$ cat src/common/aluPkg.sv
package aluPkg;

    localparam int XLEN = 64; // one machine word

    // operations the execute stage knows
    typedef enum logic [3:0] {
        ALU_ADD    = 4'd0,
        ALU_SUB    = 4'd1,
        ALU_SLL    = 4'd2,
        ALU_SLT    = 4'd3,
        ALU_SLTU   = 4'd4,
        ALU_XOR    = 4'd5,
        ALU_SRL    = 4'd6,
        ALU_SRA    = 4'd7,
        ALU_OR     = 4'd8,
        ALU_AND    = 4'd9,
        ALU_PASS_B = 4'd10 // lui
    } aluOp_e;

endpackage

$ cat src/common/rvPkg.sv
package rvPkg;

    localparam int REG_ADDR_W = 5; // x0..x31

    // major opcodes, bits [6:0]
    typedef enum logic [6:0] {
        OPC_OP        = 7'b0110011,
        OPC_OP_IMM    = 7'b0010011,
        OPC_OP_32     = 7'b0111011,
        OPC_OP_IMM_32 = 7'b0011011,
        OPC_LUI       = 7'b0110111,
        OPC_AUIPC     = 7'b0010111
    } opcode_e;

    // funct3 field, bits [14:12]
    localparam logic [2:0] F3_ADD_SUB = 3'b000;
    localparam logic [2:0] F3_SLL     = 3'b001;
    localparam logic [2:0] F3_SLT     = 3'b010;
    localparam logic [2:0] F3_SLTU    = 3'b011;
    localparam logic [2:0] F3_XOR     = 3'b100;
    localparam logic [2:0] F3_SRL_SRA = 3'b101;
    localparam logic [2:0] F3_OR      = 3'b110;
    localparam logic [2:0] F3_AND     = 3'b111;

    // funct7 field, bits [31:25]
    localparam logic [6:0] F7_BASE = 7'h00;
    localparam logic [6:0] F7_ALT  = 7'h20; // sub / sra variants

    // result width seen by writeback
    typedef enum logic {
        FMT_FULL = 1'b0,
        FMT_WORD = 1'b1 // sign-extend bit 31
    } resFmt_e;

endpackage

$ cat src/logic/regFile.sv
`timescale 1ns/1ps

module regFile
    import aluPkg::*, rvPkg::*;
(
    input  logic                  clk,
    input  logic                  arstN,
    input  logic [REG_ADDR_W-1:0] rdAddr1,
    input  logic [REG_ADDR_W-1:0] rdAddr2,
    output logic [XLEN-1:0]       rdData1,
    output logic [XLEN-1:0]       rdData2,
    input  logic                  wrEn,
    input  logic [REG_ADDR_W-1:0] wrAddr,
    input  logic [XLEN-1:0]       wrData
);

    localparam int NUM_REGS = 2 ** REG_ADDR_W;

    logic [XLEN-1:0] regs [NUM_REGS];

    always_ff @(posedge clk or negedge arstN) begin
        if (!arstN) begin
            for (int i = 0; i < NUM_REGS; i++) begin
                regs[i] <= '0; // whole file starts at zero
            end
        end else if (wrEn && wrAddr != '0) begin
            regs[wrAddr] <= wrData;
        end
    end

    // x0 reads zero regardless of storage
    assign rdData1 = (rdAddr1 == '0) ? '0 : regs[rdAddr1];
    assign rdData2 = (rdAddr2 == '0) ? '0 : regs[rdAddr2];

endmodule

$ cat config.mk
export PLATFORM = sky130hd
export DESIGN_NAME = regFile
export DESIGN_NICKNAME = d
export VERILOG_FILES = /design/src/common/aluPkg.sv /design/src/common/rvPkg.sv /design/src/logic/regFile.sv
export SDC_FILE = /design/constraint.sdc
export NUM_CORES = 2
export LEC_CHECK = 0
export ABC_CLOCK_PERIOD_IN_PS = 3500
export BUFFER_PORTS_ARGS = -buffer_cell sky130_fd_sc_hd__buf_2
export CORE_MARGIN = 3
export CORE_UTILIZATION = 43
export DETAILED_ROUTE_END_ITERATION = 8
export HOLD_SLACK_MARGIN = 0.1
export PLACE_DENSITY = 0.66
export SLEW_MARGIN = 20
export SYNTH_ARGS = -nofsm -noshare
export SYNTH_HDL_FRONTEND = slang
export SYNTH_SLANG_ARGS = --single-unit
$ cat constraint.sdc
create_clock -name clk -period 3.5 [get_ports clk]
set_input_delay 0.525 -clock clk [delete_from_list [all_inputs] [get_ports clk]]
set_output_delay 0.525 -clock clk [all_outputs]
set_load 0.005 [all_outputs]
# == After elaboration in Yosys (flattened, before gate mapping) ==
# Index checks and enable logic that the tools add are counted.
# W data, S select, Z words.
# word_totals
regBits,2048
inputBits,82
elab_cells,55
# op_classes
order_cmp,4
muxes,11
n_bitwise,3
n_reduce_logical,5
# op_table
op,n
$bwmux W2048,1
$bmux W64 S5,2
$mux W64,7
$demux W64 S5,1
$ge A6 B6 Y1 const B,3
$not A5 Y6,3
$logic_not A5 Y1,2
$lt A6 B1 Y1 const B,1
$reduce_bool A5 Y1,1
$logic_and A1 B1 Y1,2

# == Longest topological paths before layout ==
# depth
depth_word,6
ltp_mapped,10
depth_no_buf,4

# == Worst setup path before layout ==
# OpenSTA, ideal clock, no wires.
# synth_timing
kind,input to output
start,in rdAddr2[0]
end,out rdData2[14]
arrival_time_ns,2.284
required_ns,2.975
setup_slack_ns,0.691
cell_stages,8
n_path_buf,4
path_cell_list,buf_2 buf_6 buf_2 buf_2 mux4_2 mux2i_1 o22ai_1 a31o_2
# synth_via
elab_chain_len,5
word_cells_on_any_way,6
classes_between,4 x mux; 1 x bitwise; 1 x reduce/logical
# synth_lines
item,line_no,text
from (decl),regFile.sv:9,"input logic [REG_ADDR_W-1:0] rdAddr2,"
$not A5 Y6 (implied by the code),regFile.sv:33,assign rdData2 = (rdAddr2 == '0) ? '0 : regs[rdAddr2];
$bmux W64 S5,regFile.sv:33,
$mux W64 (implied by the code) (2 in a row),regFile.sv:33,
$mux W64 (*),regFile.sv:33,
to (decl),regFile.sv:11,"output logic [XLEN-1:0] rdData2,"
# Mark *: on every way between the ends. The rest lies on a longest branch, timed or not. The select of a mux whose other input is x is not followed.

# == Final worst setup path ==
# layout_timing
start,in rdAddr2[0]
end,out rdData2[18]
# Same word-level chain as after synthesis.

==> results.py <==
metrics = {
    "run_status": {
        "run_status": "complete, no violations",
    },
    "global_route": {
        "globalRoute.totalOverflow": 0,
        "grt_pass1_wl_um": 503000,
        "grt_pass1_vias": 71300,
        "globalRouteTotalUtil_pct": 26.5,
        "number_of_antenna_violations_at_the_first_check_in_global_routing": 36,
        "grt_start_max_net_pins": 124,
    },
    "clock_network": {
        "cts.clk_slew.worst_paths_ps": 50,
        "clock_sinks": 2048,
        "cts_max_path_buffers": 3,
        "cts_made_buffers": 222,
        "ctsRootBufferMaster": "clkbuf_16",
        "cts_htree_levels": 4,
        "clk_latency_ps": 860,
        "post-cts-setup-buffers": 0,
        "tritoncts_clock_tree": "built",
    },
    "sta": {
        "tightestPinTransition_ps": 1040,
        "max_clock_freq_ghz": 0.286,
        "timing.setup.tns_ps": 0,
        "finalCritPeriodShare_pct": 99.9,
        "unrepaired_setup_endpoints_after_global_routing": "false",
        "maxSlewViolCount": 0,
        "setup_viol": 0,
        "finalCriticalPeriod_ps": 3500,
        "fin_skew_ps": 0,
        "setup_slack_ps": 2.24,
        "worst_slew_margin_rel_pct": 30.3,
        "timing.final.hold_violations": 0,
    },
    "finish": {
        "fin_util_pct": 49.3,
        "drive_above_1_share_pct": 56.0,
        "largest_reg_flops": 2048,
        "flow.area_growth_from_synthesis_pct": 13.6,
        "top_register": "regs",
        "final_net_count": 7104,
        "top_flop_regs": "regs: 2048 flops",
        "fin_area_um2": 123000,
    },
    "synthesis": {
        "synthXorXnorAreaFrac_pct": 0,
        "yosys-mux-area-fraction_pct": 45.9,
        "synth_area_um2": 108000,
        "ys_seq_area_share_pct": 47.3,
        "synthTopCellsByArea": "dfrtp_1, mux2_2, mux4_2",
        "synth_enable_flop_cells": 0,
        "synthesis.yosys.warnings": 0,
        "synth_top_family_by_area": "multiplexers",
        "synth-main-ff-cell": "dfrtp_1",
        "synth_top_cells_by_count": "dfrtp_1, mux2_2, mux4_2",
        "syn-mean-instance-area_um2": 15.6,
        "synth_simple_gate_area_share_pct": 1.41,
        "synthesis.instances": 6963,
        "synthDominantCellAreaShare_pct": 47.3,
        "synth.ff_latch_count": 2048,
        "yosys.cell_types.count": 48,
        "synth_fa_ha_area_share_pct": 0,
        "synthArstFlopShare_pct": 100,
        "synth-compound-area-share_pct": 2.14,
        "post-synth-top-count-cell": "dfrtp_1",
        "post_synthesis_cell_type_with_the_largest_combined_area": "dfrtp_1",
        "synthesis.nets": 7045,
    },
    "power": {
        "worst_ir_drop_vdd_uv": 542,
        "pwr-share-seq_pct": 45.0,
        "p_clk_share_pct": 34.0,
        "combinationalPowerShare_pct": 20.9,
        "cell_internal_pwr_uw": 50900,
        "power.static_leakage_uw": 0.0538,
        "power.switching_fraction_pct": 27.2,
        "power.net_switching_uw": 19000,
        "power_density_nw_per_um2": 568,
    },
    "placement": {
        "gp_congestion": 0.823,
        "hpwl_after_detailed_placement_um": 204000,
        "dp_worst_setup_slack_ps": -86.0,
        "placement.io_buffers": 209,
        "placement.cell_area_um2": 116000,
    },
    "die": {
        "placeableCoreArea_um2": 250000,
        "floorplan.die.height_um": 508,
        "design.portCount": 210,
        "die_w_um": 508,
        "fp.dieArea_um2": 258000,
        "placementRows": 183,
        "initial_core_util_pct": 43.4,
    },
    "setup_path": {
        "timing.critical_path.max_delay_family": "buffers and inverters",
        "critPathSlowestCell": "a211oi_1",
        "worstSetupStartpointType": "primary input",
        "timing_worst_setup_path_type": "primary input to primary output",
        "critical_path.endpoint_type": "primary output",
        "cells_along_the_critical_path": "buf_8 > buf_12 > mux4_2 > a211oi_1 > a2111oi_4 > buf_4 > buf_2",
        "critical-path-max-stage-delay_ps": 580,
        "timing.reg2reg.worst_path_depth": 1,
        "worstPathMaxFanout": 31,
        "timing.critical_path.buf_inv": 4,
        "worst_ep_required_time_ps": 2970,
        "worst_ep_arrival_time_ps": 2970,
        "cp_num_cells": 7,
    },
    "hold_path": {
        "hold_class": "primary input to asynchronous set/reset pin",
    },
    "detailed_routing": {
        "antenna_violating_nets_post_route": 0,
        "via_total_after_detailed_routing": 67700,
        "wl_um": 344000,
        "detail_route.drc_violations": 0,
        "avgRoutedWirePerCell_um": 32.6,
        "drtPass1Iterations": 5,
        "drtIter0Drc": 6085,
        "via_per_inst": 6.42,
    },
    "run": {
        "cap_viol_max_count": 0,
    },
}
==> per-stage QoR <==
step | total power (uW) | hold slack [ps] | instances
after floorplan | 41500 | 229 | 6963
final | 69900 | 189 | 10500
after CTS | 70300 | 223 | 10500
after global placement | 45700 | 360 | 10100
after detailed placement | 46400 | 365 | 10100
after global routing | 72900 | 187 | 10500
==> area by class of cell <==
cell class	instances	area (um2)
well taps	3330	4170
diodes	17	42.5
clock inverters	71	838
flip-flops and latches	2048	51200
fillers	20800	127000
multi-input cells	4108	54000
clock buffers	329	6500
repair buffers	642	6420
==> metal layers <==
layer / GRT usage, % / vias to the layer above / share of wire [%]
li1: - / 27100 / -
met2: 42.7 / 2591 / 48
met1: 35.8 / 37300 / 41
met4: 9.80 / 16 / 4.1
met5: 0 / - / 0.031
met3: 5.00 / 730 / 7.0
==> timing repair <==
| action | CTS | global route |
|---|---|---|
| hold endpoints to repair | 179 | 0 |
| resized for setup | 5 | 2 |
| hold buffers | 1 | 0 |
| endpoints found under the setup margin | 5 | 1 |
==> power groups by stage <==
stage | sequential, uW | clock, uW | combinational (uW)
2_1_floorplan | 30600 | 0 | 10900
3_3_place_gp | 31300 | 0 | 14300
3_5_place_dp | 31800 | 0 | 14700
4_1_cts | 31400 | 24100 | 14800
5_1_grt | 32000 | 25100 | 15700
6_report | 31500 | 23800 | 14600
==> path summary, 6_finish.rpt <==
kind,start,to,slack [ps]
min,arstN,regs[1840],190
min reg2reg,regs[1994],regs[1994],380
max reg2reg,regs[1892],regs[1892],2680
max in group asynchronous,arstN,regs[843],1930
min in group clk,wrData[46],regs[1006],280
max,rdAddr2[0],rdData2[18],2
==> logic make-up (layout without fill, tap and decap cells) <==
family,after synthesis,in the layout
muxes,3510,3510
other,0,17
buffers and inverters,807,1042
AOI/OAI and AO/OA,328,328
and+or+nand+nor,270,270
DFF,2048,2048
==> cell usage in the layout (no fill, tap or decap), types with 41 or more instances in the layout <==
cell,Yosys,routed
mux2i_1,520,520
mux4_2,968,968
buf_4,26,271
or2_1,71,71
buf_12,0,163
clkinv_2,0,41
buf_2,286,199
clkbuf_1,434,55
o22ai_1,182,182
mux2_2,2008,2008
clkbuf_8,0,52
clkbuf_16,0,224
dfrtp_1,2048,2048
Power figures use the tool's default switching activity.
