===== config.mk =====
export PLATFORM = sky130hd
export DESIGN_NAME = writeBack
export DESIGN_NICKNAME = d
export VERILOG_FILES = /design/src/common/aluPkg.sv /design/src/common/rvPkg.sv /design/src/result/writeBack.sv
export SDC_FILE = /design/constraint.sdc
export NUM_CORES = 1
export LEC_CHECK = 0
export ABC_AREA = 1
export ABC_CLOCK_PERIOD_IN_PS = 7400
export CORE_MARGIN = 5
export CORE_UTILIZATION = 44
export DETAILED_ROUTE_END_ITERATION = 12
export DONT_BUFFER_PORTS = 1
export PLACE_DENSITY = 0.57
export SETUP_SLACK_MARGIN = 0.1
export SLEW_MARGIN = 20
export SYNTH_ARGS = -nofsm -noshare
export SYNTH_HDL_FRONTEND = slang
export SYNTH_SLANG_ARGS = --single-unit

===== constraint.sdc =====
create_clock -name clk -period 7.4 [get_ports clk]
set_clock_uncertainty 0.2 [all_clocks]
set_input_delay 1.48 -clock clk [delete_from_list [all_inputs] [get_ports clk]]
set_output_delay 1.48 -clock clk [all_outputs]
set_load 0.02 [all_outputs]

===== src/common/aluPkg.sv =====
package aluPkg;

    localparam int XLEN = 64; // one machine word

    // operations the execute stage knows
    typedef enum logic [3:0] {
        ALU_ADD    = 4'd0,
        ALU_SUB    = 4'd1,
        ALU_SLL    = 4'd2,
        ALU_SLT    = 4'd3,
        ALU_SLTU   = 4'd4,
        ALU_XOR    = 4'd5,
        ALU_SRL    = 4'd6,
        ALU_SRA    = 4'd7,
        ALU_OR     = 4'd8,
        ALU_AND    = 4'd9,
        ALU_PASS_B = 4'd10 // lui
    } aluOp_e;

endpackage


===== src/common/rvPkg.sv =====
package rvPkg;

    localparam int REG_ADDR_W = 5; // x0..x31

    // major opcodes, bits [6:0]
    typedef enum logic [6:0] {
        OPC_OP        = 7'b0110011,
        OPC_OP_IMM    = 7'b0010011,
        OPC_OP_32     = 7'b0111011,
        OPC_OP_IMM_32 = 7'b0011011,
        OPC_LUI       = 7'b0110111,
        OPC_AUIPC     = 7'b0010111
    } opcode_e;

    // funct3 field, bits [14:12]
    localparam logic [2:0] F3_ADD_SUB = 3'b000;
    localparam logic [2:0] F3_SLL     = 3'b001;
    localparam logic [2:0] F3_SLT     = 3'b010;
    localparam logic [2:0] F3_SLTU    = 3'b011;
    localparam logic [2:0] F3_XOR     = 3'b100;
    localparam logic [2:0] F3_SRL_SRA = 3'b101;
    localparam logic [2:0] F3_OR      = 3'b110;
    localparam logic [2:0] F3_AND     = 3'b111;

    // funct7 field, bits [31:25]
    localparam logic [6:0] F7_BASE = 7'h00;
    localparam logic [6:0] F7_ALT  = 7'h20; // sub / sra variants

    // result width seen by writeback
    typedef enum logic {
        FMT_FULL = 1'b0,
        FMT_WORD = 1'b1 // sign-extend bit 31
    } resFmt_e;

endpackage


===== src/result/writeBack.sv =====
`timescale 1ns/1ps

module writeBack
    import aluPkg::*, rvPkg::*;
(
    input  logic                  clk,
    input  logic                  arstN,
    input  logic                  exValid,
    output logic                  exReady,
    input  logic [XLEN-1:0]       exResult,
    input  resFmt_e               exFmt,
    input  logic [REG_ADDR_W-1:0] exRd,
    input  logic                  exWrite,
    input  logic                  exIllegal,
    output logic                  resValid,
    input  logic                  resReady,
    output logic [XLEN-1:0]       resData,
    output logic [REG_ADDR_W-1:0] resRd,
    output logic                  resWrite,
    output logic                  resIllegal,
    output logic                  wrEn,
    output logic [REG_ADDR_W-1:0] wrAddr,
    output logic [XLEN-1:0]       wrData
);

    assign exReady = !resValid || resReady;

    always_ff @(posedge clk or negedge arstN) begin
        if (!arstN) begin
            resValid <= 1'b0;
        end else if (exReady) begin
            resValid <= exValid;
        end
    end

    always_ff @(posedge clk) begin
        if (exValid && exReady) begin
            resData    <= (exFmt == FMT_WORD) ?
                          {{(XLEN-32){exResult[31]}}, exResult[31:0]} : exResult;
            resRd      <= exRd;
            resWrite   <= exWrite && !exIllegal && exRd != '0; // x0 never written
            resIllegal <= exIllegal;
        end
    end

    assign wrEn   = resValid && resReady && resWrite; // write on output transfer
    assign wrAddr = resRd;
    assign wrData = resData;

    resHoldUntilTaken: assert property (@(posedge clk) disable iff (!arstN)
        resValid && !resReady |=> resValid && $stable(resData) && $stable(resRd));

endmodule


# Word level (Yosys, flattened, before mapping)
# Index checks and enable logic that the tools add are counted.
[word_totals] register_bits=72 inputBits=76 output_inout_bits=143 wordCells=15
[classes] mux=1 n_reduce_logical=9
[op_table] op="two-way mux 64 bit" n=1
[op_table] op="logical AND 1 bit" n=5
[op_table] op="nonzero test 5 bit" n=1
[op_table] op="logical NOT 1 bit" n=2
[op_table] op="logical OR 1 bit" n=1

# Logic depth before layout (Yosys ltp)
[depth] depth_word=3 ltp_mapped=4 mapped_depth_nobuf=4

# Worst setup path before layout
# No wires, ideal clock.
[synth_timing] path_kind="in2reg" start="input port exValid" end="register resData[0] (enable)" setup_ps=524 arrival_ps=4963 required_ps=6676 slack_ps=1713 cell_stages=2 n_path_buf=0 cell_sequence="inv_1 a21oi_1"
[synth_between] elab_chain_len=1
[synth_rtl] item="from (decl)" line_no="writeBack.sv:8" rtl="input logic exValid,"
[synth_rtl] item="logical AND 1 bit" line_no="writeBack.sv:37" rtl="if (exValid && exReady) begin"
[synth_rtl] item="to (signal assigned)" line_no="writeBack.sv:38" rtl="resData <= (exFmt == FMT_WORD) ?"
[synth_rtl] item="to (decl)" line_no="writeBack.sv:17" rtl="output logic [XLEN-1:0] resData,"
# No other way between the ends.
# A chain may end at the register's enable or synchronous reset.

# Worst setup path after layout
[layout_timing] start="input port resReady" end="output port exReady"
[layout_between] elab_chain_len=1
[layout_rtl] item="from (decl)" line_no="writeBack.sv:16" rtl="input logic resReady,"
[layout_rtl] item="logical OR 1 bit" line_no="writeBack.sv:26" rtl="assign exReady = !resValid || resReady;"
[layout_rtl] item="to (decl)" line_no="writeBack.sv:9" rtl="output logic exReady,"
# No other way between the ends.

==> metrics.txt <==
# TYPE chip_impl_metric gauge
chip_impl_info{name="setup_crit_end_kind",value="output pin"} 1
chip_impl_metric{name="dr_total_vias",unit=""} 1287
chip_impl_metric{name="cts_post_setup_buffers_inserted",unit=""} 0
chip_impl_info{name="critical_path.reg2reg.startpoint",value="resValid"} 1
chip_impl_metric{name="worst_ep_required_time",unit="ns"} 5.72
chip_impl_info{name="endpoint",value="exReady"} 1
chip_impl_metric{name="count_of_hold_buffers_inserted_by_post_cts_repair",unit=""} 0
chip_impl_info{name="clockRootBuffer",value="sky130_fd_sc_hd__clkbuf_8"} 1
chip_impl_metric{name="finalHoldViolCount",unit=""} 0
chip_impl_metric{name="port_buffers",unit=""} 0
chip_impl_metric{name="placement.setup.worst_slack",unit="ns"} 3.900
chip_impl_metric{name="path_depth",unit=""} 2
chip_impl_metric{name="cts-buffers-inserted",unit=""} 9
chip_impl_metric{name="count_of_antenna_diodes_in_the_layout",unit=""} 0
chip_impl_metric{name="boundaryPins",unit=""} 219
chip_impl_metric{name="avgSynthCellArea",unit="sq um"} 14.11
chip_impl_metric{name="fillCellCount",unit=""} 677
chip_impl_metric{name="timing.critical_path.arrival",unit="ns"} 1.76
chip_impl_metric{name="drive_above_1_share",unit=""} 0.2857
chip_impl_metric{name="yosysWarningCount",unit=""} 0
chip_impl_metric{name="globalplace.congestion",unit=""} 0.6025
chip_impl_info{name="timing_worst_setup_path_type",value="input pin to output pin"} 1
chip_impl_metric{name="power_leakage",unit="nW"} 1.082
chip_impl_metric{name="max-cap-violations",unit=""} 0
chip_impl_metric{name="worst_setup_hold_path_clk_slew",unit="ns"} 0.07
chip_impl_metric{name="synth_top_cell_area_share",unit=""} 0.6688
chip_impl_metric{name="floorplan.die.width",unit="microns"} 95.12
chip_impl_metric{name="report.final.slew_viol_count",unit=""} 0
chip_impl_metric{name="starting_density",unit=""} 0.4467
chip_impl_metric{name="grt_pass1_wl",unit="microns"} 7734
chip_impl_metric{name="std_cell_rows",unit=""} 31
chip_impl_metric{name="cts_resized",unit=""} 0
chip_impl_metric{name="ctsLongestPathBuffers",unit=""} 2
chip_impl_metric{name="synth_sequential_area_ratio",unit=""} 0.6766
chip_impl_metric{name="finalWirelength",unit="microns"} 5689
chip_impl_metric{name="dieHeight",unit="microns"} 95.12
chip_impl_metric{name="postLayoutSetupSlackWorst",unit="ns"} 3.964
chip_impl_metric{name="timing.setup.tns",unit="ns"} 0
chip_impl_metric{name="cts_htree_levels",unit=""} 3
chip_impl_info{name="critPathTopFamily",value="simple AND/OR/NAND/NOR gates"} 1
chip_impl_metric{name="design_area",unit="sq mm"} 0.002928
chip_impl_metric{name="power_density",unit="mW/mm^2"} 291.4
chip_impl_metric{name="max_clock_freq",unit="MHz"} 291.0
chip_impl_metric{name="area.growth.synth_to_final",unit="%"} -8.163
chip_impl_metric{name="placement.cell_area",unit="sq mm"} 0.002756
chip_impl_metric{name="r2r_cells",unit=""} 2
chip_impl_info{name="yosys.area.top_type",value="sky130_fd_sc_hd__edfxtp_1"} 1
chip_impl_info{name="ys.flop_type",value="sky130_fd_sc_hd__edfxtp_1"} 1
chip_impl_metric{name="fraction_of_registers_with_async_set_reset",unit=""} 0.01389
chip_impl_metric{name="drt-initial-drc-count",unit=""} 62
chip_impl_info{name="synth_top_cells_by_area",value="sky130_fd_sc_hd__edfxtp_1 67%, sky130_fd_sc_hd__buf_4 17%, sky130_fd_sc_hd__o21ai_2 8.2%"} 1
chip_impl_info{name="run_status",value="complete, no violations"} 1
chip_impl_info{name="worst_r2r_endpoint",value="resData[30]"} 1
chip_impl_metric{name="finalCritPeriodShare",unit=""} 0.4644
chip_impl_metric{name="tightestPinTransition",unit="ns"} 0.9750
chip_impl_metric{name="worst_ir_drop_vdd",unit="mV"} 0.1166
chip_impl_metric{name="ff2ff_setup_slack",unit="ns"} 4.96
chip_impl_metric{name="area.sequential",unit="sq mm"} 0.002157
chip_impl_metric{name="synthDistinctLibCells",unit=""} 13
chip_impl_metric{name="route.detailed.vias_per_inst",unit=""} 4.820
chip_impl_metric{name="first_global_vias",unit=""} 1428
chip_impl_info{name="cts_tree",value="yes"} 1
chip_impl_metric{name="clkLatencyLatePin",unit="ns"} 0.33
chip_impl_metric{name="dp.final_hpwl",unit="microns"} 4410
chip_impl_info{name="critPathSlowestCell",value="sky130_fd_sc_hd__nand2_1"} 1
chip_impl_metric{name="fin_hold_ws",unit="ns"} 0.6340
chip_impl_info{name="crit_path_cell_trace",value="inv_1 > nand2_1"} 1
chip_impl_metric{name="drc",unit=""} 0
chip_impl_metric{name="route.detailed.wl_per_inst",unit="microns"} 21.31
chip_impl_info{name="ys_top_cells_by_count",value="72 x sky130_fd_sc_hd__buf_4, 71 x sky130_fd_sc_hd__edfxtp_1, 37 x sky130_fd_sc_hd__inv_1"} 1
chip_impl_metric{name="critical-path-max-stage-delay",unit="ns"} 0.18
chip_impl_metric{name="synth_enable_flop_cells",unit=""} 71
chip_impl_metric{name="num-nets-final",unit=""} 239
chip_impl_metric{name="grtUsageTotal",unit=""} 0.1199
chip_impl_metric{name="dr.pass1.iters",unit=""} 4
chip_impl_metric{name="cp_max_fo",unit=""} 2
chip_impl_metric{name="die_area",unit="sq mm"} 0.009048
chip_impl_metric{name="antenna_violation_net_count_after_detailed_routing",unit=""} 0
chip_impl_metric{name="syn_nets",unit=""} 302
chip_impl_metric{name="clock_sink_count",unit=""} 72
chip_impl_metric{name="worstPathBufferInverterCount",unit=""} 1
chip_impl_metric{name="setup_viol_count_final",unit=""} 0
chip_impl_metric{name="fin_crit",unit="ns"} 3.436
chip_impl_metric{name="floorplan_core_area",unit="sq mm"} 0.007137
chip_impl_info{name="yosysMostFrequentCell",value="sky130_fd_sc_hd__buf_4"} 1
chip_impl_metric{name="postSynthRegisterBits",unit=""} 72
chip_impl_info{name="timing.hold.worst.class",value="input pin to asynchronous set/reset pin"} 1
chip_impl_metric{name="syn_area",unit="sq mm"} 0.003188
chip_impl_metric{name="grt_max_degree",unit=""} 41
chip_impl_metric{name="antenna_found_initial",unit=""} 0
chip_impl_metric{name="post_synth_inst_count",unit=""} 226
chip_impl_metric{name="area_of_combinational_cells_with_multiple_inputs",unit="sq um"} 329.1
chip_impl_info{name="grt_setup_unrepaired",value="false"} 1
chip_impl_metric{name="grt_overflow",unit=""} 0
chip_impl_info{name="worst_setup_path_start_kind",value="input pin"} 1
chip_impl_info{name="worstSetupStartpoint",value="resReady"} 1
chip_impl_metric{name="slew_headroom",unit=""} 0.3485
cells by family (layout without fill, tap and decap cells):
| kind of cell | after synthesis | count (layout) | synth area share |
|---|---|---|---|
| compound gates | 33 | 33 | 0.08713 |
| simple gates | 9 | 9 | 0.01256 |
| flops | 72 | 72 | 0.6766 |
| buf+inv | 112 | 54 | 0.2237 |
through the flow:
stage          std cells  utilization  total power [mW]
6_report             267       0.4102            0.8533
5_1_grt              267       0.4102            0.8926
4_1_cts              267       0.4102            0.8671
3_5_place_dp         251       0.3862            0.5996
3_3_place_gp         251       0.3862            0.5969
2_1_floorplan        226            -            0.6225
power breakdown:
part / total [mW] / internal, mW / switching, mW
registers: 0.555 / 0.481 / 0.0744
logic: 0.0332 / 0.0107 / 0.0226
clock network: 0.265 / 0.121 / 0.144
flip-flops by register name, indices dropped and copies added, names as in the netlist:
signal / flops
resValid: 1
resWrite: 1
resData: 64
resIllegal: 1
resRd: 5
per-layer routing:
layer  wire, microns  vias up  global-route usage
met4              63        0             0.04928
met1            1711      608             0.09867
met5               0        -                   0
met2            3026      118              0.2134
met3             887        7             0.08840
li1                -      554                   -
cell type report:
class	instances	share of cell area
sequential	72	0.7368
multi-input combinational	42	0.1124
inverter	37	0.04744
clock buffer	9	0.04231
tap	99	0.04231
clock inverter	7	0.01624
timing repair buffer	1	0.002564
cells in the final DEF, fill, tap and decap left out:
master / n
sky130_fd_sc_hd__clkinv_1: 1
sky130_fd_sc_hd__buf_4: 1
sky130_fd_sc_hd__clkinvlp_4: 4
sky130_fd_sc_hd__nand2_1: 3
sky130_fd_sc_hd__inv_6: 1
sky130_fd_sc_hd__edfxtp_1: 71
sky130_fd_sc_hd__o21ai_0: 2
sky130_fd_sc_hd__nand3_1: 1
sky130_fd_sc_hd__a21oi_4: 1
sky130_fd_sc_hd__dfrtp_1: 1
sky130_fd_sc_hd__inv_1: 37
sky130_fd_sc_hd__nor2_1: 3
sky130_fd_sc_hd__o21ai_2: 30
sky130_fd_sc_hd__clkinv_2: 1
sky130_fd_sc_hd__clkbuf_8: 9
sky130_fd_sc_hd__nand2_2: 1
sky130_fd_sc_hd__and3_1: 1
how the worst min path moves through the flow:
stage	startpoint	to	slack, ns	cells after the start
floorplan	resValid	resValid	0.58	2
detailed placement	resValid	resValid	0.69	2
CTS	arstN	resValid	0.61	0
global route	arstN	resValid	0.60	0
finish	arstN	resValid	0.63	0
global placement	resValid	resValid	0.66	2
(Power assumes the default switching activity.)
