===== src/common/aluPkg.sv =====
package aluPkg;

    localparam int XLEN = 64; // one machine word

    // operations the execute stage knows
    typedef enum logic [3:0] {
        ALU_ADD    = 4'd0,
        ALU_SUB    = 4'd1,
        ALU_SLL    = 4'd2,
        ALU_SLT    = 4'd3,
        ALU_SLTU   = 4'd4,
        ALU_XOR    = 4'd5,
        ALU_SRL    = 4'd6,
        ALU_SRA    = 4'd7,
        ALU_OR     = 4'd8,
        ALU_AND    = 4'd9,
        ALU_PASS_B = 4'd10 // lui
    } aluOp_e;

endpackage


===== src/common/rvPkg.sv =====
package rvPkg;

    localparam int REG_ADDR_W = 5; // x0..x31

    // major opcodes, bits [6:0]
    typedef enum logic [6:0] {
        OPC_OP        = 7'b0110011,
        OPC_OP_IMM    = 7'b0010011,
        OPC_OP_32     = 7'b0111011,
        OPC_OP_IMM_32 = 7'b0011011,
        OPC_LUI       = 7'b0110111,
        OPC_AUIPC     = 7'b0010111
    } opcode_e;

    // funct3 field, bits [14:12]
    localparam logic [2:0] F3_ADD_SUB = 3'b000;
    localparam logic [2:0] F3_SLL     = 3'b001;
    localparam logic [2:0] F3_SLT     = 3'b010;
    localparam logic [2:0] F3_SLTU    = 3'b011;
    localparam logic [2:0] F3_XOR     = 3'b100;
    localparam logic [2:0] F3_SRL_SRA = 3'b101;
    localparam logic [2:0] F3_OR      = 3'b110;
    localparam logic [2:0] F3_AND     = 3'b111;

    // funct7 field, bits [31:25]
    localparam logic [6:0] F7_BASE = 7'h00;
    localparam logic [6:0] F7_ALT  = 7'h20; // sub / sra variants

    // result width seen by writeback
    typedef enum logic {
        FMT_FULL = 1'b0,
        FMT_WORD = 1'b1 // sign-extend bit 31
    } resFmt_e;

endpackage


===== src/decode/immGen.sv =====
`timescale 1ns/1ps

module immGen
    import aluPkg::*, rvPkg::*;
(
    input  logic [31:0]     inInst,
    output logic [XLEN-1:0] imm
);

    opcode_e         opcode;
    logic [2:0]      funct3;
    logic            isShift;
    logic [XLEN-1:0] immI;
    logic [XLEN-1:0] immU;

    assign opcode  = opcode_e'(inInst[6:0]);
    assign funct3  = inInst[14:12];
    assign isShift = (funct3 == F3_SLL) || (funct3 == F3_SRL_SRA);

    assign immI = {{(XLEN-12){inInst[31]}}, inInst[31:20]};
    assign immU = {{(XLEN-32){inInst[31]}}, inInst[31:12], 12'b0};

    always_comb begin
        case (opcode)
            OPC_OP_IMM: begin
                if (isShift) begin
                    imm = {{(XLEN-6){1'b0}}, inInst[25:20]}; // 6-bit shamt
                end else begin
                    imm = immI;
                end
            end
            OPC_OP_IMM_32: begin
                if (isShift) begin
                    imm = {{(XLEN-5){1'b0}}, inInst[24:20]}; // word shamt
                end else begin
                    imm = immI;
                end
            end
            OPC_LUI,
            OPC_AUIPC: imm = immU;
            default:   imm = '0;
        endcase
    end

endmodule


===== src/decode/instDecoder.sv =====
`timescale 1ns/1ps

module instDecoder
    import aluPkg::*, rvPkg::*;
(
    input  logic                  clk,
    input  logic                  arstN,
    input  logic                  inValid,
    output logic                  inReady,
    input  logic [31:0]           inInst,
    input  logic [XLEN-1:0]       inPc,
    output logic [REG_ADDR_W-1:0] rdAddr1,
    output logic [REG_ADDR_W-1:0] rdAddr2,
    input  logic [XLEN-1:0]       rdData1,
    input  logic [XLEN-1:0]       rdData2,
    input  logic                  exBusy,
    input  logic [REG_ADDR_W-1:0] exRd,
    input  logic                  exWrite,
    input  logic                  rbBusy,
    input  logic [REG_ADDR_W-1:0] rbRd,
    input  logic                  rbWrite,
    output logic                  decValid,
    input  logic                  decReady,
    output aluOp_e                decOp,
    output logic [XLEN-1:0]       decA,
    output logic [XLEN-1:0]       decB,
    output resFmt_e               decFmt,
    output logic [REG_ADDR_W-1:0] decRd,
    output logic                  decWrite,
    output logic                  decIllegal
);

    opcode_e               opcode;
    logic [2:0]            funct3;
    logic [6:0]            funct7;
    logic [REG_ADDR_W-1:0] rd;
    logic [XLEN-1:0]       imm;
    logic                  regForm;
    logic                  wordForm;
    logic                  f7Base;
    logic                  f7Alt;
    aluOp_e                op;
    resFmt_e               fmt;
    logic                  legal;
    logic                  useRs1;
    logic                  useRs2;
    logic                  usePc;
    logic [XLEN-1:0]       opA;
    logic [XLEN-1:0]       opB;
    logic                  rs1Hit;
    logic                  rs2Hit;
    logic                  hazard;
    logic                  loadDec;

    assign opcode  = opcode_e'(inInst[6:0]);
    assign funct3  = inInst[14:12];
    assign funct7  = inInst[31:25];
    assign rd      = inInst[11:7];
    assign rdAddr1 = inInst[19:15];
    assign rdAddr2 = inInst[24:20];

    assign regForm  = (opcode == OPC_OP) || (opcode == OPC_OP_32);
    assign wordForm = (opcode == OPC_OP_32) || (opcode == OPC_OP_IMM_32);
    // 64-bit immediate shifts give bit 25 to the shift amount
    assign f7Base = (opcode == OPC_OP_IMM) ? (funct7[6:1] == F7_BASE[6:1]) : (funct7 == F7_BASE);
    assign f7Alt  = (opcode == OPC_OP_IMM) ? (funct7[6:1] == F7_ALT[6:1]) : (funct7 == F7_ALT);

    immGen immGenI (
        .inInst (inInst),
        .imm    (imm)
    );

    always_comb begin
        op     = ALU_ADD;
        fmt    = wordForm ? FMT_WORD : FMT_FULL;
        legal  = 1'b0;
        useRs1 = 1'b0;
        useRs2 = 1'b0;
        usePc  = 1'b0;
        case (opcode)
            OPC_OP, OPC_OP_IMM, OPC_OP_32, OPC_OP_IMM_32: begin
                useRs1 = 1'b1;
                useRs2 = regForm;
                case (funct3)
                    F3_ADD_SUB: begin
                        op    = (regForm && f7Alt) ? ALU_SUB : ALU_ADD;
                        legal = !regForm || f7Base || f7Alt;
                    end
                    F3_SLL: begin
                        op    = ALU_SLL;
                        legal = f7Base;
                    end
                    F3_SRL_SRA: begin
                        op    = f7Alt ? ALU_SRA : ALU_SRL;
                        legal = f7Base || f7Alt;
                    end
                    F3_SLT:  op = ALU_SLT;
                    F3_SLTU: op = ALU_SLTU;
                    F3_XOR:  op = ALU_XOR;
                    F3_OR:   op = ALU_OR;
                    F3_AND:  op = ALU_AND;
                    default: op = ALU_ADD;
                endcase
                // logic and compare forms have no word variant
                if (funct3 == F3_SLT || funct3 == F3_SLTU || funct3 == F3_XOR ||
                    funct3 == F3_OR || funct3 == F3_AND) begin
                    legal = !wordForm && (!regForm || f7Base);
                end
            end
            OPC_LUI: begin
                op    = ALU_PASS_B;
                legal = 1'b1;
            end
            OPC_AUIPC: begin
                usePc = 1'b1;
                legal = 1'b1;
            end
            default: legal = 1'b0; // unsupported encoding
        endcase
    end

    always_comb begin
        opA = usePc ? inPc : rdData1;
        if (wordForm && (op == ALU_SRL || op == ALU_SRA)) begin
            opA = {{(XLEN-32){op == ALU_SRA && rdData1[31]}}, rdData1[31:0]}; // word right shifts
        end
    end

    assign opB = useRs2 ? rdData2 : imm;

    // any older instruction still owing a register write blocks the read
    assign rs1Hit = useRs1 && rdAddr1 != '0 &&
                    ((decValid && decWrite && decRd == rdAddr1) ||
                     (exBusy && exWrite && exRd == rdAddr1) ||
                     (rbBusy && rbWrite && rbRd == rdAddr1));
    assign rs2Hit = useRs2 && rdAddr2 != '0 &&
                    ((decValid && decWrite && decRd == rdAddr2) ||
                     (exBusy && exWrite && exRd == rdAddr2) ||
                     (rbBusy && rbWrite && rbRd == rdAddr2));
    assign hazard = rs1Hit || rs2Hit;

    assign inReady = (!decValid || decReady) && !hazard;
    assign loadDec = inValid && inReady;

    always_ff @(posedge clk or negedge arstN) begin
        if (!arstN) begin
            decValid <= 1'b0;
        end else if (!decValid || decReady) begin
            decValid <= loadDec;
        end
    end

    always_ff @(posedge clk) begin
        if (loadDec) begin
            decOp      <= op;
            decA       <= opA;
            decB       <= opB;
            decFmt     <= fmt;
            decRd      <= rd;
            decWrite   <= legal && rd != '0;
            decIllegal <= !legal;
        end
    end

    decNoRiseOnHazard: assert property (@(posedge clk) disable iff (!arstN)
        inValid && hazard |=> !$rose(decValid));

endmodule


===== config.mk =====
export PLATFORM = sky130hd
export DESIGN_NAME = instDecoder
export DESIGN_NICKNAME = d
export VERILOG_FILES = /design/src/common/aluPkg.sv /design/src/common/rvPkg.sv /design/src/decode/immGen.sv /design/src/decode/instDecoder.sv
export SDC_FILE = /design/constraint.sdc
export NUM_CORES = 1
export LEC_CHECK = 0
export ABC_CLOCK_PERIOD_IN_PS = 38100
export BUFFER_PORTS_ARGS = -buffer_cell sky130_fd_sc_hd__buf_4
export CORE_MARGIN = 2
export CORE_UTILIZATION = 25
export DETAILED_ROUTE_END_ITERATION = 16
export PLACE_DENSITY = 0.48
export SKIP_CTS_REPAIR_TIMING = 1
export SLEW_MARGIN = 20
export SYNTH_ARGS = -nofsm -noshare
export SYNTH_HDL_FRONTEND = slang
export SYNTH_SLANG_ARGS = --single-unit

===== constraint.sdc =====
create_clock -name clk -period 38.1 [get_ports clk]
set_input_delay 5.715 -clock clk [delete_from_list [all_inputs] [get_ports clk]]
set_output_delay 5.715 -clock clk [all_outputs]
set_load 0.01 [all_outputs]

# [Word level (Yosys, flattened, before mapping)]
# Index checks and enable logic that the tools add are counted.
[totals] elab_cells=100 output_inout_bits=152 in_bits=242 reg_bits=141
[classes] eq_ne=23 n_mux=19 reduce_logical=50
[ops] cell="$mux 64" n=5
[ops] cell="$pmux 64 s3" n=1
[ops] cell="$pmux 4 s8" n=1
[ops] cell="$eq 5x5->1" n=6
[ops] cell="$eq 7x6->1 const B" n=4
[ops] cell="$eq 7x5->1 const B" n=3
[ops] cell="$logic_and 1x1->1" n=20
[ops] cell="$logic_or 1x1->1" n=17
[ops] cell="$reduce_bool 5->1" n=3
[ops] cell="$eq 3x3->1 const B" n=4
[ops] cell="$mux 1" n=9
[ops] cell="$eq 4x3->1 const B" n=2
[ops] cell="$pmux 4 s2" n=1
[ops] cell="$logic_not 7->1" n=1
[ops] cell="$eq 3x2->1 const B" n=2
[ops] cell="$eq 6x5->1 const B" n=1
[ops] cell="$logic_not 6->1" n=1
[ops] cell="$logic_not 1->1" n=5
[ops] cell="$reduce_or 4->1" n=1
[ops] cell="$eq 3x1->1 const B" n=1
[ops] cell="$logic_not 3->1" n=1
[ops] cell="$pmux 1 s3" n=1
[ops] cell="$pmux 1 s2" n=1
[ops] cell="$reduce_or 2->1" n=1

# [Logic depth before layout (Yosys ltp)]
# Gate-level depths: netlist (run 1).
[depth] ltp_word=10 ltp_mapped=8 mapped_depth_nobuf=5

# [Modules after synthesis]
# From an unflattened synthesis (run 1), not the netlist that was laid out.
[unflattened] cells_unflattened=614 hier_area_um2=7573.5
[by_module_without_submodules] mod="instDecoder" n_inst=1 area_each_um2=6975.4 seq_area_each_um2=4229.1 cells_per_inst=539
[by_module_without_submodules] mod="immGen" n_inst=1 area_each_um2=598.1 seq_area_each_um2=0.0 cells_per_inst=75

# [Least setup slack after synthesis (run 1)]
# No wires, ideal clock.
[synth_timing] path_type="input -> register" from="in inInst[23]" to="reg decA[0], enable pin" setup_time_ns=0.982 path_slack_ns=17.329 path_buffers=1 path_stages=5 t_required_ns=37.118 arrival_time_ns=19.789 cell_sequence="clkbuf_1 -> or4_1 -> o21ai_0 -> a31oi_1 -> nor4_1"
[synth_via] elab_chain_cells=9 word_cells_on_any_way=15 classes_between="eq/ne (3); reduce/logical (12)"
[synth_rtl] item="start: declaration" line_no="instDecoder.sv:10" source="input logic [31:0] inInst,"
[synth_rtl] item="$eq 5x5->1, on equally long branches" line_no="instDecoder.sv:137, instDecoder.sv:138"
[synth_rtl] item="$logic_and 1x1->1, on equally long branches" line_no="instDecoder.sv:137, instDecoder.sv:138"
[synth_rtl] item="$logic_or 1x1->1" line_no="instDecoder.sv:137" source="((decValid && decWrite && decRd == rdAddr2) ||"
[synth_rtl] item="$logic_or 1x1->1" line_no="instDecoder.sv:138" source="(exBusy && exWrite && exRd == rdAddr2) ||"
[synth_rtl] item="$logic_and 1x1->1 (*)" line_no="instDecoder.sv:136" source="assign rs2Hit = useRs2 && rdAddr2 != '0 &&"
[synth_rtl] item="$logic_or 1x1->1 (*)" line_no="instDecoder.sv:140" source="assign hazard = rs1Hit || rs2Hit;"
[synth_rtl] item="$logic_not 1->1 (*)" line_no="instDecoder.sv:142" source="assign inReady = (!decValid || decReady) && !hazard;"
[synth_rtl] item="$logic_and 1x1->1 (*)" line_no="instDecoder.sv:142"
[synth_rtl] item="$logic_and 1x1->1 (*)" line_no="instDecoder.sv:143" source="assign loadDec = inValid && inReady;"
[synth_rtl] item="net loadDec" line_no="instDecoder.sv:53" source="logic loadDec;"
[synth_rtl] item="end signal: assignment" line_no="instDecoder.sv:156" source="decA <= opA;"
[synth_rtl] item="end: declaration" line_no="instDecoder.sv:25" source="output logic [XLEN-1:0] decA,"
# Mark *: on every way through the listed nets, which the timed path passes. The rest lies on a longest branch.
# A chain may end at the register's enable or synchronous reset.

# [Worst setup path after layout (run 1)]
[layout_timing] from="in inInst[6]" to="out inReady"
[layout_via] elab_chain_cells=8 word_cells_on_any_way=15 classes_between="eq/ne (4); mux (2); reduce/logical (9)"
[layout_rtl] item="$eq 7x6->1 or $eq 7x5->1 (tied branches)" line_no="instDecoder.sv:62, instDecoder.sv:80"
[layout_rtl] item="$reduce_or 4->1 or $logic_or 1x1->1 (tied branches)" line_no="instDecoder.sv:80, instDecoder.sv:62"
[layout_rtl] item="$mux 1" line_no="instDecoder.sv:80" source="case (opcode)"
[layout_rtl] item="$logic_and 1x1->1, on equally long branches (2 in a row)" line_no="instDecoder.sv:132, instDecoder.sv:136"
[layout_rtl] item="$logic_or 1x1->1 (*)" line_no="instDecoder.sv:140"
[layout_rtl] item="$logic_not 1->1 (*)" line_no="instDecoder.sv:142"
[layout_rtl] item="$logic_and 1x1->1 (*)" line_no="instDecoder.sv:142"
[layout_rtl] item="end: declaration" line_no="instDecoder.sv:9" source="output logic inReady,"
# Every way passes the cells marked *; elsewhere a longest branch is shown, timed or not.

==> results.toml, run 1 <==
[outcome]
status = "completed"

[critical_path]
r2r_setup_slack_ps = 34810
r2r_cells = 7
crit_type = "in2out"
worstPathRequired_ps = 32380
r2r_start = "decRd[1]$_DFFE_PP_"
path_max_fanout = 60
r2r_end = "decB[27]$_DFFE_PP_"
arrival_ps = 7560
crit_path_end_kind = "primary output"
startpoint_type = "primary input"

[die]
coreArea_sq_um = 26200
io_pins = 394
placementRows = 59
die_x_um = 168
die_area_sq_um = 28200
start_util_pct = 25.6
die_h_um = 168

[placement]
globalplace.congestion = 0.853
place_area_sq_um = 9880
dp.cells = 1149
dpl.hpwl_um = 17300
pre_cts_ws_ps = 24830
place.port_buffers = 393

[sta]
grt_setup_unrepaired = "no"
finalHoldViolations = 0
setup_viol = 0
tightest_slew_ps = 1060
setup_tns_ps = 0
fmax_ghz = 0.0753
final_max_slew_viol_count = 0
period_minus_slack_ps = 13280
holdWs_ps = 614
setup_ws_ps = 24820
post-route-period-util_pct = 34.9
clock_skew_ps = 12.0
slew_headroom_pct = 29.4

[power]
vdd_drop_max_mv = 0.0205
p_total_mw = 0.417
p_leak_nw = 4.62
power.density_nw_per_um2 = 39.6

[clocking]
cts_tree = "built"
clk_path_buf_depth = 2
htreeDepth = 4
clock-root-buffer = "clkbuf_16"
path_clk_slew_ps = 70
cts.sinks = 141
insertion_delay_ps = 410
cts-buffers-inserted = 17

[synth]
netlist_area_sq_um = 6710
synth_area_per_cell_sq_um = 14.6
yosys_warnings = 0
synth-edff-count = 140
synth_ff_type = "edfxtp_1"
ys_async_sr_fraction_pct = 0.709
ys_seq_elements = 141
netlist_instances = 461
ys_types = 43
ys_seq_area_share_pct = 63.0
syn_nets = 703

[grt]
grt_pass1_vias = 5542
grt_overflow = 0
grt_use_total_pct = 16.0
grt_max_degree = 73
antenna_found_initial = 0
grt_pass1_wl_um = 33700

[worst_hold_path]
hold_class = "reg2reg"
hold_start = "decValid$_DFFE_PN0P_"
holdPathEnd = "decValid$_DFFE_PN0P_"
min_path_cells = 2

[drt]
avgViaCountPerCell = 4.55
routed_wirelength_um = 23200
dr_total_vias = 5373
ant_nets = 0
wl_per_cell_um = 19.6
first_iter_violations = 242
firstDrtPassIters = 4
drc = 0

[finish]
layout.nets = 1076
area_growth_pct = 57.0
layout-drive-gt1-share_pct = 57.1
final_util_pct = 40.2
finalNonFillerCells = 1181
final_area_sq_um = 10500
antenna_cells = 0

[run]
cap_viol_max_count = 0
==> per-layer routing <==
layer	part of all wire (%)	track usage, %	up-vias
met5	0	0	-
met4	2.1	4.88	0
met3	9.7	6.21	28
met2	51	28.6	282
met1	37	17.5	2534
li1	-	-	2529
==> worst max-delay path by stage <==
stage / startpoint / end / slack (ps) / cells after the start
floorplan: inInst[23] / decA[0]$_DFFE_PP_ / 17330 / 5
global placement: inInst[6] / inReady / 24840 / 8
detailed placement: inInst[6] / inReady / 24830 / 8
CTS: inInst[6] / inReady / 24830 / 8
global route: inInst[6] / inReady / 24720 / 8
finish: inInst[6] / inReady / 24820 / 8
==> power by group <==
part	switching, mW	total, mW	internal, mW
registers	0.00231	0.181	0.179
clock network	0.0704	0.181	0.111
logic	0.0236	0.0546	0.0310
==> cell type report <==
type / instances / area [sq um]
inverter: 5 / 18.8
fill: 2571 / 15700
clock buffer: 17 / 425
multi-input combinational: 269 / 2220
sequential: 141 / 4230
tap: 335 / 419
timing repair buffer: 400 / 3020
clock inverter: 14 / 204
==> synth_stat cells (2+ instances only) <==
cell,instances,share of area [%]
nor3_1,2,0.15
buf_1,2,0.11
nand2b_1,3,0.28
a22o_1,5,0.65
a211oi_1,3,0.34
buf_2,6,0.45
xnor2_1,16,2.1
buf_6,3,0.50
a21oi_2,10,1.3
a221o_1,19,2.8
mux2_2,32,5.4
nand4_1,7,0.65
mux2i_1,38,5.7
clkbuf_1,18,1.0
edfxtp_1,140,63
xor2_1,14,1.8
nand2_1,4,0.22
nor2_1,19,1.1
nor2b_1,4,0.37
or4_1,4,0.45
a21o_1,34,3.8
o21ai_0,8,0.60
a21oi_1,27,2.0
nor4_1,4,0.37
buf_4,17,1.9
inv_1,5,0.28
==> cell families (layout without fill, tap and decap cells) <==
family | count (synthesis) | after routing | share of synthesized area [%]
compound gates | 112 | 112 | 12.7
xor+xnor | 30 | 30 | 3.91
buf+inv | 51 | 436 | 4.25
flops | 141 | 141 | 63.0
mux | 70 | 70 | 11.0
simple gates | 57 | 57 | 5.13
==> flip-flops by register name (all words and copies together) (netlist names) <==
register and cells:
decA 64, decB 64, decFmt 1, decIllegal 1, decOp 4, decRd 5
decValid 1, decWrite 1
==> layout by cell type (no fill, tap or decap), types with 2 or more instances in the layout <==
| master | count |
|---|---|
| buf_4 | 399 |
| edfxtp_1 | 140 |
| mux2i_1 | 38 |
| a21o_1 | 34 |
| mux2_2 | 32 |
| a21oi_1 | 27 |
| a221o_1 | 19 |
| nor2_1 | 17 |
| clkbuf_16 | 17 |
| xnor2_1 | 16 |
| xor2_1 | 14 |
| a21oi_2 | 10 |
| o21ai_0 | 8 |
| nand4_1 | 7 |
| inv_1 | 5 |
| a22o_1 | 5 |
| inv_6 | 5 |
| nand2_1 | 4 |
| or4_1 | 4 |
| bufinv_16 | 4 |
| nand2b_1 | 3 |
| nor2b_1 | 3 |
| a211oi_1 | 3 |
| nor4_1 | 3 |
| nor3_1 | 2 |
| inv_8 | 2 |
==> critical path, cell delays in order <==
cell      delay [ps]
buf_4            110
nand4b_4         230
nor2_4           130
buf_4            530
o21ai_0          180
a31oi_1          340
nor3_1           110
buf_4            160
(Power assumes the default switching activity.)
==> run 2: changes to the inputs <==
--- a/config.mk
+++ b/config.mk
@@ -5,7 +5,7 @@
 export SDC_FILE = /design/constraint.sdc
 export NUM_CORES = 1
 export LEC_CHECK = 0
-export ABC_CLOCK_PERIOD_IN_PS = 38100
+export ABC_CLOCK_PERIOD_IN_PS = 12700
 export BUFFER_PORTS_ARGS = -buffer_cell sky130_fd_sc_hd__buf_4
 export CORE_MARGIN = 2
 export CORE_UTILIZATION = 25
==> constraint.sdc (replaced) <==
create_clock -name clk -period 12.7 [get_ports clk]
set_input_delay 1.905 -clock clk [delete_from_list [all_inputs] [get_ports clk]]
set_output_delay 1.905 -clock clk [all_outputs]
set_load 0.01 [all_outputs]
==> results.toml, run 2 (synthesis results as in run 1) <==
[outcome]
status = "completed"

[worst_hold_path]
hold_start = "decValid$_DFFE_PN0P_"
hold_class = "reg2reg"

[sta]
finalHoldViolations = 0
grt_setup_unrepaired = "no"
final_max_slew_viol_count = 0
tightest_slew_ps = 1000
setup_tns_ps = 0
fmax_ghz = 0.178
period_minus_slack_ps = 5630
setup_viol = 0
slew_headroom_pct = 33.4
post-route-period-util_pct = 44.4
clock_skew_ps = 14.5

[grt]
antenna_found_initial = 0
grt_pass1_wl_um = 34100
grt_overflow = 0
grt_use_total_pct = 16.2
grt_pass1_vias = 5561
grt_max_degree = 76

[finish]
area_growth_pct = 56.2
layout-drive-gt1-share_pct = 57.1
antenna_cells = 0
final_common_cell = "buf_4"
reg_top3 = "decA: 64 flops, decB: 64 flops, decRd: 5 flops"
final_area_sq_um = 10500
fillers = 2613
mostFrequentLayoutCells = "buf_4, edfxtp_1, mux2i_1, a21o_1, mux2_2"
layout.nets = 1076

[drt]
wl_per_cell_um = 19.7
dr_total_vias = 5344
routed_wirelength_um = 23300
drc = 0
avgViaCountPerCell = 4.52
firstDrtPassIters = 6
first_iter_violations = 206
ant_nets = 0

[die]
die_h_um = 168
coreArea_sq_um = 26200
placementRows = 59
die_area_sq_um = 28200
die_x_um = 168
io_pins = 394
start_util_pct = 25.6

[critical_path]
endpoint = "inReady"
cp_cell_sequence = "buf_4 > nand4b_4 > nor2_4 > buf_4 > o21ai_0 > a31oi_1 > nor3_1 > buf_4"
r2r_cells = 7
crit_type = "in2out"
r2r_end = "decRd[3]$_DFFE_PP_"
cp_common_cell = "buf_4"
max_stage_delay_ps = 500
crit_start = "inInst[6]"
worstPathRequired_ps = 10800
arrival_ps = 3730
worst_path_max_delay_cell = "buf_4"
path_max_fanout = 60
crit_path_end_kind = "primary output"
r2r_start = "decRd[1]$_DFFE_PP_"
startpoint_type = "primary input"
r2r_setup_slack_ps = 9330

[placement]
place_area_sq_um = 9900
place.port_buffers = 393
dpl.hpwl_um = 17600
globalplace.congestion = 0.808

[clocking]
clk_path_buf_depth = 2
cts.sinks = 141
cts-buffers-inserted = 17
cts_tree = "built"
path_clk_slew_ps = 70
htreeDepth = 4
insertion_delay_ps = 420
clock-root-buffer = "clkbuf_16"

[power]
vdd_drop_max_mv = 0.0614
p_leak_nw = 4.57
power.density_nw_per_um2 = 116

[run]
cap_viol_max_count = 0
-- run 2: cell count changes in the layout (fill, tap and decap cells not counted) --
cell / before / now
bufinv_16: 4 / 2
nor4_4: 1 / 2
clkinvlp_4: 0 / 5
clkinv_8: 0 / 1
clkinv_2: 1 / 0
nor4_2: 1 / 0
buf_16: 1 / 0
clkinv_4: 1 / 0
inv_8: 2 / 0
buf_4: 399 / 400
-- run 2: worst max-delay path, delay by kind of cell --
family	cells	cell delay [ps]
buf+inv	3	770
compound gates	2	560
simple gates	3	460
-- run 2: per-layer routing --
metal  track usage [%]  vias to the layer above  part of all wire, %
li1                  -                     2520                    -
met1              18.1                     2539                   38
met2              28.4                      269                   51
met3              6.84                       16                   10
met4              3.89                        0                  1.2
met5                 0                        -                    0
-- run 2: where the power goes --
group | switching [mW] | internal, mW | total, mW
logic | 0.0713 | 0.0932 | 0.165
clock network | 0.213 | 0.292 | 0.506
registers | 0.00673 | 0.537 | 0.544
total | 0.291 | 0.923 | 1.21
-- run 2: layout make-up --
type,instances,area (sq um),share of cell area (%)
repair buffers,400,3000,28.6
clock inverters,14,161,1.54
multi-input cells,269,2230,21.3
clock buffers,17,425,4.06
well taps,335,419,4.00
flip-flops and latches,141,4230,40.3
inverters,5,18.8,0.179
-- run 2: through the flow --
step                      setup WS, ps  power, mW  utilization [%]  instances  hold slack (ps)
after global placement            7020      0.721             37.8       1150              665
final                             7070       1.21             40.0       1181              643
after global routing              6870       1.27             40.0       1181              665
after detailed placement          7030      0.722             37.8       1150              637
after CTS                         7020       1.23             40.0       1181              653
after floorplan                   1610      0.616                -        461              599
-- run 2: worst min path at each step --
| stage | endpoint | depth (start not counted) |
|---|---|---|
| final | decValid$_DFFE_PN0P_ | 2 |
| after detailed placement | decValid$_DFFE_PN0P_ | 2 |
| after global placement | decValid$_DFFE_PN0P_ | 2 |
| after floorplan | decValid$_DFFE_PN0P_ | 2 |
| after global routing | decValid$_DFFE_PN0P_ | 2 |
| after CTS | decValid$_DFFE_PN0P_ | 2 |
